===== config.mk =====
export PLATFORM = sky130hd
export DESIGN_NAME = cpu_top
export DESIGN_NICKNAME = d
export VERILOG_FILES = /design/src/source/cpu_pkg.sv /design/src/source/boot_loader.sv /design/src/source/cpu_top.sv /design/src/source/decode_stage.sv /design/src/source/execute_stage.sv /design/src/source/fetch_stage.sv /design/src/source/inst_mem.sv /design/src/source/register_file.sv
export VERILOG_INCLUDE_DIRS = /design/src /design/src/source
export SDC_FILE = /design/constraint.sdc
export NUM_CORES = 2
export LEC_CHECK = 0
export CORE_ASPECT_RATIO = 0.6
export CORE_MARGIN = 3
export CORE_UTILIZATION = 50
export CTS_CLUSTER_DIAMETER = 200
export DETAILED_ROUTE_END_ITERATION = 7
export DONT_BUFFER_PORTS = 1
export GPL_TIMING_DRIVEN = 1
export PLACE_DENSITY_LB_ADDON = 0.3
export REMOVE_ABC_BUFFERS = 1
export SETUP_SLACK_MARGIN = 0.2
export SLEW_MARGIN = 20
export SYNTH_ARGS = -nofsm -noshare
export SYNTH_HDL_FRONTEND = slang
export SYNTH_SLANG_ARGS = --single-unit

===== constraint.sdc =====
create_clock -name clk -period 13.73 [get_ports clk]
set_clock_uncertainty 0.2 [all_clocks]
set_input_delay 2.746 -clock clk [delete_from_list [all_inputs] [get_ports clk]]
set_output_delay 2.746 -clock clk [all_outputs]
set_load 0.02 [all_outputs]

===== src/source/cpu_params.svh =====
`ifndef CPU_PARAMS_SVH
`define CPU_PARAMS_SVH

// Program image copied from flash at boot
`define CPU_BOOT_WORDS 64

// Instruction memory holds the whole image
`define CPU_IMEM_AW 6

// Flash is word addressed
`define CPU_FLASH_AW 22

`define CPU_BOOT_BASE 22'h000100

`endif


===== src/source/cpu_pkg.sv =====
`default_nettype none

package cpu_pkg;

	typedef logic [15:0] word_t;
	typedef logic [2:0] reg_addr_t;

	typedef enum logic [4:0] {
		OP_NOP   = 5'b00001,
		OP_B     = 5'b00010,
		OP_BEQZ  = 5'b00100,
		OP_ADDIU = 5'b01001,
		OP_LI    = 5'b01101,
		OP_RR    = 5'b11100
	} opcode_e;

	// Low two bits of a register-format word
	typedef enum logic [1:0] {
		FN_ADDU = 2'b00,
		FN_SUBU = 2'b01,
		FN_AND  = 2'b10,
		FN_OR   = 2'b11
	} funct_e;

	typedef enum logic [2:0] {
		ALU_PASS_B,
		ALU_ADD,
		ALU_SUB,
		ALU_AND,
		ALU_OR
	} alu_op_e;

	typedef struct packed {
		opcode_e   opcode;
		reg_addr_t rx;
		logic [7:0] imm8;
	} inst_i_t;

	typedef struct packed {
		opcode_e   opcode;
		reg_addr_t rx;
		reg_addr_t ry;
		reg_addr_t rz;
		funct_e    funct;
	} inst_r_t;

	typedef union packed {
		inst_i_t i;
		inst_r_t r;
	} inst_u;

	typedef struct packed {
		logic  valid;
		word_t pc;
		inst_u inst;
	} if_id_t;

	typedef struct packed {
		logic      valid;
		alu_op_e   alu_op;
		word_t     op_a;
		word_t     op_b;
		logic      reg_write;
		reg_addr_t dest;
	} id_ex_t;

	typedef struct packed {
		logic      en;
		reg_addr_t addr;
		word_t     value;
	} wb_write_t;

endpackage

`default_nettype wire


===== src/source/boot_loader.sv =====
`timescale 1ns/1ns
`include "cpu_params.svh"
`default_nettype none

module boot_loader (
	input wire clk,
	input wire reset,
	output logic flash_rd,
	output logic [`CPU_FLASH_AW-1:0] flash_addr,
	input wire cpu_pkg::word_t flash_data,
	input wire flash_ack,
	output logic imem_we,
	output logic [`CPU_IMEM_AW-1:0] imem_waddr,
	output cpu_pkg::word_t imem_wdata,
	output logic boot_done
);
	typedef enum logic [1:0] {ST_IDLE, ST_READ, ST_WRITE, ST_DONE} state_e;

	state_e state;
	logic last_word;

	assign last_word = (imem_waddr == `CPU_IMEM_AW'(`CPU_BOOT_WORDS - 1));

	always_ff @(posedge clk) begin
		if (reset) begin
			state <= ST_IDLE;
			flash_addr <= `CPU_BOOT_BASE;
			imem_waddr <= '0;
		end else begin
			case (state)
				ST_IDLE: state <= ST_READ;
				// Request stays up until the flash answers
				ST_READ: if (flash_ack) state <= ST_WRITE;
				ST_WRITE: begin
					flash_addr <= flash_addr + 1'b1;
					if (last_word) begin
						state <= ST_DONE;
					end else begin
						imem_waddr <= imem_waddr + 1'b1;
						state <= ST_READ;
					end
				end
				default: state <= ST_DONE;
			endcase
		end
	end

	// Flash word is only valid in the ack cycle
	always_ff @(posedge clk) begin
		if (state == ST_READ && flash_ack)
			imem_wdata <= flash_data;
	end

	assign flash_rd = (state == ST_READ);
	assign imem_we = (state == ST_WRITE);
	assign boot_done = (state == ST_DONE);

	// Idle once the whole image has been read
	a_done_quiet: assert property (@(posedge clk) disable iff (reset)
		boot_done |-> !flash_rd &&
		flash_addr == `CPU_FLASH_AW'(`CPU_BOOT_BASE + `CPU_BOOT_WORDS));

endmodule

`default_nettype wire


===== src/source/cpu_top.sv =====
`timescale 1ns/1ns
`include "cpu_params.svh"
`default_nettype none

module cpu_top (
	input wire clk,
	input wire reset,
	output wire flash_rd,
	output wire [`CPU_FLASH_AW-1:0] flash_addr,
	input wire cpu_pkg::word_t flash_data,
	input wire flash_ack,
	output wire boot_done,
	output wire cpu_pkg::wb_write_t wb
);
	import cpu_pkg::*;

	wire imem_we;
	wire [`CPU_IMEM_AW-1:0] imem_waddr;
	wire word_t imem_wdata;
	wire [`CPU_IMEM_AW-1:0] imem_raddr;
	wire word_t imem_rdata;

	wire branch;
	wire word_t branch_target;
	wire if_id_t if_id;
	wire id_ex_t id_ex;
	wire wb_write_t ex_fwd;

	wire reg_addr_t rd_addr_a;
	wire reg_addr_t rd_addr_b;
	wire word_t rd_data_a;
	wire word_t rd_data_b;

	boot_loader u_boot_loader (
		.clk(clk),
		.reset(reset),
		.flash_rd(flash_rd),
		.flash_addr(flash_addr),
		.flash_data(flash_data),
		.flash_ack(flash_ack),
		.imem_we(imem_we),
		.imem_waddr(imem_waddr),
		.imem_wdata(imem_wdata),
		.boot_done(boot_done)
	);

	inst_mem u_inst_mem (
		.clk(clk),
		.we(imem_we),
		.waddr(imem_waddr),
		.wdata(imem_wdata),
		.raddr(imem_raddr),
		.rdata(imem_rdata)
	);

	fetch_stage u_fetch_stage (
		.clk(clk),
		.reset(reset),
		.boot_done(boot_done),
		.branch(branch),
		.branch_target(branch_target),
		.imem_raddr(imem_raddr),
		.imem_rdata(imem_rdata),
		.if_id(if_id)
	);

	decode_stage u_decode_stage (
		.clk(clk),
		.reset(reset),
		.if_id(if_id),
		.rd_addr_a(rd_addr_a),
		.rd_addr_b(rd_addr_b),
		.rd_data_a(rd_data_a),
		.rd_data_b(rd_data_b),
		.ex_fwd(ex_fwd),
		.branch(branch),
		.branch_target(branch_target),
		.id_ex(id_ex)
	);

	register_file u_register_file (
		.clk(clk),
		.reset(reset),
		.rd_addr_a(rd_addr_a),
		.rd_addr_b(rd_addr_b),
		.rd_data_a(rd_data_a),
		.rd_data_b(rd_data_b),
		.wb(wb)
	);

	execute_stage u_execute_stage (
		.clk(clk),
		.reset(reset),
		.id_ex(id_ex),
		.ex_fwd(ex_fwd),
		.wb(wb)
	);

endmodule

`default_nettype wire


===== src/source/decode_stage.sv =====
`timescale 1ns/1ns
`default_nettype none

module decode_stage (
	input wire clk,
	input wire reset,
	input wire cpu_pkg::if_id_t if_id,
	output cpu_pkg::reg_addr_t rd_addr_a,
	output cpu_pkg::reg_addr_t rd_addr_b,
	input wire cpu_pkg::word_t rd_data_a,
	input wire cpu_pkg::word_t rd_data_b,
	input wire cpu_pkg::wb_write_t ex_fwd,
	output logic branch,
	output cpu_pkg::word_t branch_target,
	output cpu_pkg::id_ex_t id_ex
);
	import cpu_pkg::*;

	word_t opnd_a;
	word_t opnd_b;
	word_t imm_sext;
	word_t imm_zext;
	id_ex_t id_ex_next;

	assign rd_addr_a = if_id.inst.i.rx;
	assign rd_addr_b = if_id.inst.r.ry;

	// Result still in execute wins over the register file
	assign opnd_a = (ex_fwd.en && ex_fwd.addr == rd_addr_a) ? ex_fwd.value : rd_data_a;
	assign opnd_b = (ex_fwd.en && ex_fwd.addr == rd_addr_b) ? ex_fwd.value : rd_data_b;

	assign imm_sext = {{8{if_id.inst.i.imm8[7]}}, if_id.inst.i.imm8};
	assign imm_zext = {8'h00, if_id.inst.i.imm8};
	assign branch_target = if_id.pc + 16'd1 + imm_sext;

	always_comb begin
		id_ex_next = '0;
		id_ex_next.valid = if_id.valid;
		id_ex_next.alu_op = ALU_PASS_B;
		id_ex_next.op_a = opnd_a;
		id_ex_next.op_b = opnd_b;
		id_ex_next.dest = if_id.inst.i.rx;
		branch = 1'b0;
		case (if_id.inst.i.opcode)
			OP_LI: begin
				id_ex_next.op_b = imm_zext;
				id_ex_next.reg_write = 1'b1;
			end
			OP_ADDIU: begin
				id_ex_next.alu_op = ALU_ADD;
				id_ex_next.op_b = imm_sext;
				id_ex_next.reg_write = 1'b1;
			end
			OP_RR: begin
				id_ex_next.dest = if_id.inst.r.rz;
				id_ex_next.reg_write = 1'b1;
				case (if_id.inst.r.funct)
					FN_ADDU: id_ex_next.alu_op = ALU_ADD;
					FN_SUBU: id_ex_next.alu_op = ALU_SUB;
					FN_AND: id_ex_next.alu_op = ALU_AND;
					default: id_ex_next.alu_op = ALU_OR;
				endcase
			end
			OP_BEQZ: branch = if_id.valid && (opnd_a == '0);
			OP_B: branch = if_id.valid;
			default: ;
		endcase
	end

	always_ff @(posedge clk) begin
		if (reset) begin
			id_ex.valid <= 1'b0;
			id_ex.reg_write <= 1'b0;
		end else begin
			id_ex <= id_ex_next;
		end
	end

	// Delay slot is the next sequential word
	a_branch_slot: assert property (@(posedge clk) disable iff (reset)
		branch |=> if_id.valid && if_id.pc == $past(if_id.pc) + 16'd1);

endmodule

`default_nettype wire


===== src/source/execute_stage.sv =====
`timescale 1ns/1ns
`default_nettype none

module execute_stage (
	input wire clk,
	input wire reset,
	input wire cpu_pkg::id_ex_t id_ex,
	output cpu_pkg::wb_write_t ex_fwd,
	output cpu_pkg::wb_write_t wb
);
	import cpu_pkg::*;

	word_t alu_result;

	always_comb begin
		case (id_ex.alu_op)
			ALU_ADD: alu_result = id_ex.op_a + id_ex.op_b;
			ALU_SUB: alu_result = id_ex.op_a - id_ex.op_b;
			ALU_AND: alu_result = id_ex.op_a & id_ex.op_b;
			ALU_OR: alu_result = id_ex.op_a | id_ex.op_b;
			default: alu_result = id_ex.op_b;
		endcase
	end

	// Offered back to decode for forwarding
	always_comb begin
		ex_fwd.en = id_ex.valid && id_ex.reg_write;
		ex_fwd.addr = id_ex.dest;
		ex_fwd.value = alu_result;
	end

	always_ff @(posedge clk) begin
		if (reset) begin
			wb.en <= 1'b0;
		end else begin
			wb <= ex_fwd;
		end
	end

endmodule

`default_nettype wire


===== src/source/fetch_stage.sv =====
`timescale 1ns/1ns
`include "cpu_params.svh"
`default_nettype none

module fetch_stage (
	input wire clk,
	input wire reset,
	input wire boot_done,
	input wire branch,
	input wire cpu_pkg::word_t branch_target,
	output logic [`CPU_IMEM_AW-1:0] imem_raddr,
	input wire cpu_pkg::word_t imem_rdata,
	output cpu_pkg::if_id_t if_id
);
	import cpu_pkg::*;

	word_t pc;
	word_t pc_next;
	word_t fetch_pc;
	logic fetch_valid;

	always_comb begin
		if (!boot_done)
			pc_next = '0;
		else if (branch)
			pc_next = branch_target;
		else
			pc_next = pc + 16'd1;
	end

	always_ff @(posedge clk) begin
		if (reset) begin
			pc <= '0;
			fetch_valid <= 1'b0;
		end else begin
			pc <= pc_next;
			fetch_valid <= boot_done;
		end
	end

	// Pc follows its word through the memory read
	always_ff @(posedge clk) begin
		fetch_pc <= pc;
	end

	assign imem_raddr = pc[`CPU_IMEM_AW-1:0];

	always_comb begin
		if_id.valid = fetch_valid;
		if_id.pc = fetch_pc;
		if_id.inst = imem_rdata;
	end

	a_pc_boot_hold: assert property (@(posedge clk) disable iff (reset)
		!boot_done |=> $stable(pc));

endmodule

`default_nettype wire


===== src/source/inst_mem.sv =====
`timescale 1ns/1ns
`include "cpu_params.svh"
`default_nettype none

module inst_mem (
	input wire clk,
	input wire we,
	input wire [`CPU_IMEM_AW-1:0] waddr,
	input wire cpu_pkg::word_t wdata,
	input wire [`CPU_IMEM_AW-1:0] raddr,
	output cpu_pkg::word_t rdata
);
	import cpu_pkg::*;

	word_t mem [2**`CPU_IMEM_AW];

	// Registered read so this maps onto block RAM
	always_ff @(posedge clk) begin
		if (we)
			mem[waddr] <= wdata;
		rdata <= mem[raddr];
	end

endmodule

`default_nettype wire


===== src/source/register_file.sv =====
`timescale 1ns/1ns
`default_nettype none

module register_file (
	input wire clk,
	input wire reset,
	input wire cpu_pkg::reg_addr_t rd_addr_a,
	input wire cpu_pkg::reg_addr_t rd_addr_b,
	output cpu_pkg::word_t rd_data_a,
	output cpu_pkg::word_t rd_data_b,
	input wire cpu_pkg::wb_write_t wb
);
	import cpu_pkg::*;

	word_t regs [8];

	always_ff @(posedge clk) begin
		if (reset) begin
			for (int i = 0; i < 8; i++)
				regs[i] <= '0;
		end else if (wb.en) begin
			regs[wb.addr] <= wb.value;
		end
	end

	// Write-through covers the write-back stage
	assign rd_data_a = (wb.en && wb.addr == rd_addr_a) ? wb.value : regs[rd_addr_a];
	assign rd_data_b = (wb.en && wb.addr == rd_addr_b) ? wb.value : regs[rd_addr_b];

endmodule

`default_nettype wire


==> flow_results.xml <==
<?xml version="1.0" encoding="UTF-8"?>
<metrics>
  <group name="power_and_ir_drop">
    <metric name="seq_power_share" unit="">0.549</metric>
    <metric name="net-switching-power" unit="mW">1.65</metric>
    <metric name="static-leakage-power" unit="nW">18.5</metric>
    <metric name="cellInternalPower" unit="mW">6.31</metric>
    <metric name="sw_frac_of_total" unit="">0.208</metric>
    <metric name="power_frac_clock" unit="">0.415</metric>
    <metric name="peakVddDrop" unit="V">0.000104</metric>
    <metric name="total_power" unit="mW">7.96</metric>
    <metric name="share_comb_of_total_power" unit="">0.036</metric>
    <metric name="pwr_density_cell" unit="nW/um^2">135</metric>
  </group>
  <group name="synth">
    <metric name="synth_simple_gate_area_share" unit="">0.0457</metric>
    <metric name="post_synth_mux_area_share" unit="">0.178</metric>
    <metric name="postSynth.topFlopCell" unit="">sky130_fd_sc_hd__edfxtp_1</metric>
    <metric name="post_synthesis_share_of_cell_area_spent_on_xor_and_xnor_gates" unit="">0.0111</metric>
    <metric name="synth_edf_count" unit="">1225</metric>
    <metric name="post_synth_fa_ha_maj_area_fraction" unit="">0.00759</metric>
    <metric name="warnings_from_yosys" unit="">0</metric>
    <metric name="dominant_combinational_cell_family_by_area_after_synthesis" unit="">multiplexers</metric>
    <metric name="ys_seq_area_frac" unit="">0.716</metric>
    <metric name="synth_area_leader_cell" unit="">sky130_fd_sc_hd__edfxtp_1</metric>
    <metric name="synthDominantCellAreaShare" unit="">0.693</metric>
    <metric name="synth.area.top_cells" unit="">sky130_fd_sc_hd__edfxtp_1 (69%), sky130_fd_sc_hd__mux4_2 (17%), sky130_fd_sc_hd__dfxtp_1 (2.3%)</metric>
    <metric name="postSynthRegisterBits" unit="">1287</metric>
    <metric name="syn-mean-instance-area" unit="um^2">19.6</metric>
    <metric name="synth-compound-area-share" unit="">0.0267</metric>
    <metric name="syn_inst" unit="">2706</metric>
    <metric name="synth.distinct_cells" unit="">75</metric>
    <metric name="synth_async_sr_flop_share" unit="">0</metric>
    <metric name="syn-cell-area" unit="um^2">53100</metric>
  </group>
  <group name="grt">
    <metric name="grt.overflow.total" unit="">0</metric>
    <metric name="antenna_violations_before_repair" unit="">8</metric>
    <metric name="grt_max_degree" unit="">169</metric>
    <metric name="grt_pass1_wl" unit="um">190000</metric>
    <metric name="grt_pass1_vias" unit="">27281</metric>
    <metric name="grt.total_usage" unit="">0.238</metric>
  </group>
  <group name="floorplanning">
    <metric name="chipWidth" unit="um">427</metric>
    <metric name="design.portCount" unit="">63</metric>
    <metric name="floorplan.initialDensity" unit="">0.510</metric>
    <metric name="dieHeight" unit="um">258</metric>
    <metric name="placement_rows" unit="">91</metric>
    <metric name="coreArea" unit="um^2">104000</metric>
    <metric name="floorplan_die_area" unit="um^2">110000</metric>
  </group>
  <group name="clocking">
    <metric name="postCtsResizedCells" unit="">0</metric>
    <metric name="cts_setup_buffers" unit="">0</metric>
    <metric name="cts-root-to-sink-buffers" unit="">3</metric>
    <metric name="tritoncts_clock_tree" unit="">done</metric>
    <metric name="clkTransAtPathRegs" unit="ps">70</metric>
    <metric name="cts_hold_buf" unit="">0</metric>
    <metric name="tritoncts.num_buffers" unit="">111</metric>
    <metric name="cts_root_buf" unit="">sky130_fd_sc_hd__clkbuf_16</metric>
    <metric name="h_tree_lvl_count" unit="">3</metric>
    <metric name="tritoncts_num_sinks" unit="">1287</metric>
    <metric name="clk_latency" unit="ps">730</metric>
  </group>
  <group name="setup_path">
    <metric name="worstSetupPathType" unit="">register to register</metric>
    <metric name="worstPathRequired" unit="ps">14180</metric>
    <metric name="crit_arrival" unit="ps">5620</metric>
    <metric name="cell_count_of_the_worst_reg_to_reg_path" unit="">17</metric>
    <metric name="crit_path_max_fanout" unit="">8</metric>
    <metric name="timing.critical_path.to_type" unit="">register</metric>
    <metric name="timing.rr.start" unit="">u_decode_stage.id_ex[4]$_DFFE_PN_</metric>
    <metric name="critical_path.reg2reg.endpoint" unit="">u_fetch_stage.pc[3]$_SDFF_PP0_</metric>
    <metric name="regToRegSetupSlack" unit="ps">8560</metric>
    <metric name="startpoint" unit="">u_decode_stage.id_ex[4]$_DFFE_PN_</metric>
    <metric name="endpoint" unit="">u_fetch_stage.pc[3]$_SDFF_PP0_</metric>
    <metric name="critPathLaunchType" unit="">register</metric>
  </group>
  <group name="timing">
    <metric name="layout_worst_path_cycle_share" unit="">0.377</metric>
    <metric name="timing_hold_violations_final" unit="">0</metric>
    <metric name="finalSetupTns" unit="ps">0</metric>
    <metric name="timing.slew.headroom" unit="">0.166</metric>
    <metric name="timing.final.setup_violations" unit="">0</metric>
    <metric name="hold_slack" unit="ps">337</metric>
    <metric name="timing_worst_slew_pin_value" unit="ps">1250</metric>
    <metric name="timing.fmax" unit="GHz">0.193</metric>
    <metric name="rsz0062_at_grt" unit="">false</metric>
    <metric name="final_report_max_slew_violation_count" unit="">0</metric>
    <metric name="final.min_clock_period" unit="ps">5170</metric>
  </group>
  <group name="detailed_routing">
    <metric name="vias" unit="">27516</metric>
    <metric name="drt-vias-per-instance" unit="">6.46</metric>
    <metric name="drt_iter0_drc" unit="">4456</metric>
    <metric name="routed_wirelength" unit="um">130000</metric>
    <metric name="residual_drc" unit="">0</metric>
    <metric name="drt-wirelength-per-cell" unit="um">30.5</metric>
    <metric name="dr.pass1.iters" unit="">6</metric>
    <metric name="antenna_left" unit="">0</metric>
  </group>
  <group name="worst_hold_path">
    <metric name="min_path_cells" unit="">0</metric>
    <metric name="hold_class" unit="">register to register</metric>
  </group>
  <group name="placement">
    <metric name="buffer_ports.inserted" unit="">0</metric>
    <metric name="post-place-cells" unit="">4049</metric>
    <metric name="place.gp.congestion" unit="">0.943</metric>
    <metric name="detailed_place.area" unit="um^2">55200</metric>
    <metric name="detailedPlacementHpwl" unit="um">78200</metric>
  </group>
  <group name="layout">
    <metric name="final_nets" unit="">2817</metric>
    <metric name="ff_latch_area" unit="um^2">38000</metric>
    <metric name="area_delta_synth_final" unit="%">11.2</metric>
    <metric name="insertedDiodeCount" unit="">0</metric>
    <metric name="area_taken_by_multi_input_logic_gates" unit="um^2">14400</metric>
    <metric name="final.fill_count" unit="">7617</metric>
    <metric name="post_layout_instance_area" unit="um^2">59000</metric>
    <metric name="final_cells" unit="">4257</metric>
    <metric name="final_layout_size_suffix_gt1_frac" unit="">0.263</metric>
  </group>
  <group name="flow_run">
    <metric name="max_cap_viols" unit="">0</metric>
  </group>
  <group name="status">
    <metric name="run_status" unit="">complete, no violations</metric>
  </group>
</metrics>
-- routing by layer --
| metal | GRT usage | wire length, um | vias up |
|---|---|---|---|
| met5 | 0 | 0 | - |
| met4 | 0.0460 | 2040 | 0 |
| met3 | 0.0564 | 14900 | 146 |
| met2 | 0.339 | 57600 | 1490 |
| met1 | 0.380 | 55300 | 14674 |
| li1 | - | - | 11206 |
-- kinds of logic (layout without fill, tap and decap cells) --
family,Yosys count,in the layout
flops,1287,1287
simple gates,460,460
mux,443,443
compound gates,219,219
buf+inv,199,355
xor+xnor,67,67
fa+ha+maj,31,31
-- state kept, by name, indices dropped and copies added (netlist names), 2 cells and up --
name,flops
u_fetch_stage.pc,6
u_register_file.regs,128
u_execute_stage.wb,20
u_decode_stage.id_ex,40
u_boot_loader.imem_waddr,6
u_inst_mem.rdata,16
u_boot_loader.imem_wdata,16
u_boot_loader.flash_addr,22
u_inst_mem.mem,1024
u_fetch_stage.fetch_pc,6
u_boot_loader.state,2
-- area by class of cell --
type / count / area share
Sequential cell: 1287 / 0.644
Multi-Input combinational cell: 1220 / 0.244
Clock buffer: 143 / 0.0514
Tap cell: 1395 / 0.0296
Timing Repair Buffer: 108 / 0.0140
Clock inverter: 65 / 0.0138
Inverter: 39 / 0.00248
-- worst max-delay path, cell delays in order (launching register included) --
cell	delay [ps]
sky130_fd_sc_hd__edfxtp_1	510
sky130_fd_sc_hd__inv_1	130
sky130_fd_sc_hd__ha_1	210
sky130_fd_sc_hd__nand3_1	130
sky130_fd_sc_hd__o41ai_1	910
sky130_fd_sc_hd__xnor2_1	130
sky130_fd_sc_hd__ha_1	420
sky130_fd_sc_hd__a21oi_1	260
sky130_fd_sc_hd__nor2b_1	80
sky130_fd_sc_hd__a41oi_1	340
sky130_fd_sc_hd__a21oi_1	160
sky130_fd_sc_hd__o221ai_1	220
sky130_fd_sc_hd__mux2i_1	130
sky130_fd_sc_hd__or3_4	410
sky130_fd_sc_hd__a21oi_2	290
sky130_fd_sc_hd__inv_2	100
sky130_fd_sc_hd__or3_1	380
sky130_fd_sc_hd__nand3_1	90
-- cells in the final DEF, fill, tap and decap left out, drive strengths merged, types with 12 or more instances in the layout --
master     n
a211oi    28
a21o      15
a21oi     70
and2     125
and3      19
buf      108
bufinv    17
clkbuf   143
clkinv    39
dfxtp     62
edfxtp  1225
ha        29
inv       42
mux2i     38
mux4     400
nand2     56
nand3     26
nor2     143
nor3      16
nor4      12
o21ai     38
xnor2     36
xor2      31
-- cells in the mapped netlist, types with 5 or more instances --
| master | n |
|---|---|
| sky130_fd_sc_hd__buf_2 | 10 |
| sky130_fd_sc_hd__nand3_1 | 26 |
| sky130_fd_sc_hd__or3_1 | 6 |
| sky130_fd_sc_hd__nand2_1 | 56 |
| sky130_fd_sc_hd__inv_1 | 36 |
| sky130_fd_sc_hd__o22ai_1 | 10 |
| sky130_fd_sc_hd__o21ai_0 | 37 |
| sky130_fd_sc_hd__a21o_1 | 15 |
| sky130_fd_sc_hd__a311oi_1 | 5 |
| sky130_fd_sc_hd__nor2b_1 | 8 |
| sky130_fd_sc_hd__edfxtp_1 | 1225 |
| sky130_fd_sc_hd__nand4_1 | 8 |
| sky130_fd_sc_hd__dfxtp_1 | 62 |
| sky130_fd_sc_hd__xnor2_1 | 36 |
| sky130_fd_sc_hd__or3b_2 | 9 |
| sky130_fd_sc_hd__buf_1 | 36 |
| sky130_fd_sc_hd__clkbuf_1 | 109 |
| sky130_fd_sc_hd__a31oi_1 | 5 |
| sky130_fd_sc_hd__and2_1 | 125 |
| sky130_fd_sc_hd__mux4_2 | 400 |
| sky130_fd_sc_hd__a21oi_1 | 68 |
| sky130_fd_sc_hd__nand3b_1 | 10 |
| sky130_fd_sc_hd__mux2i_1 | 38 |
| sky130_fd_sc_hd__nor2_1 | 143 |
| sky130_fd_sc_hd__o31ai_1 | 6 |
| sky130_fd_sc_hd__nor3_1 | 15 |
| sky130_fd_sc_hd__a211oi_1 | 27 |
| sky130_fd_sc_hd__mux2_2 | 5 |
| sky130_fd_sc_hd__and3_1 | 19 |
| sky130_fd_sc_hd__nor4_1 | 11 |
| sky130_fd_sc_hd__xor2_1 | 31 |
| sky130_fd_sc_hd__ha_1 | 29 |
-- through the flow --
step,worst slack [ps],util
after global placement,8920,0.530
after floorplan,1320,-
after detailed placement,8780,0.530
final,8560,0.567
after global routing,8290,0.567
after CTS,8750,0.567
-- power groups by stage --
stage                     sequential, mW  clock [mW]  combinational (mW)
after global placement              4.45           0               0.271
after global routing                4.37        3.51               0.307
after CTS                           4.37        3.36               0.281
after detailed placement            4.46           0               0.279
after floorplan                     4.46           0               0.176
final                               4.37        3.31               0.285
-- worst min-delay path by stage --
stage               slack, ps                                  end                                  from
floorplan                 230  u_decode_stage.id_ex[39]$_SDFF_PP0_  u_fetch_stage.fetch_valid$_SDFF_PP0_
global placement          330     u_execute_stage.wb[18]$_DFFE_PN_     u_decode_stage.id_ex[2]$_DFFE_PN_
detailed placement        310     u_execute_stage.wb[16]$_DFFE_PN_     u_decode_stage.id_ex[0]$_DFFE_PN_
CTS                       330     u_execute_stage.wb[16]$_DFFE_PN_     u_decode_stage.id_ex[0]$_DFFE_PN_
global route              350     u_execute_stage.wb[16]$_DFFE_PN_     u_decode_stage.id_ex[0]$_DFFE_PN_
finish                    340     u_execute_stage.wb[16]$_DFFE_PN_     u_decode_stage.id_ex[0]$_DFFE_PN_
Note: power is estimated with default switching activity, not from simulation.
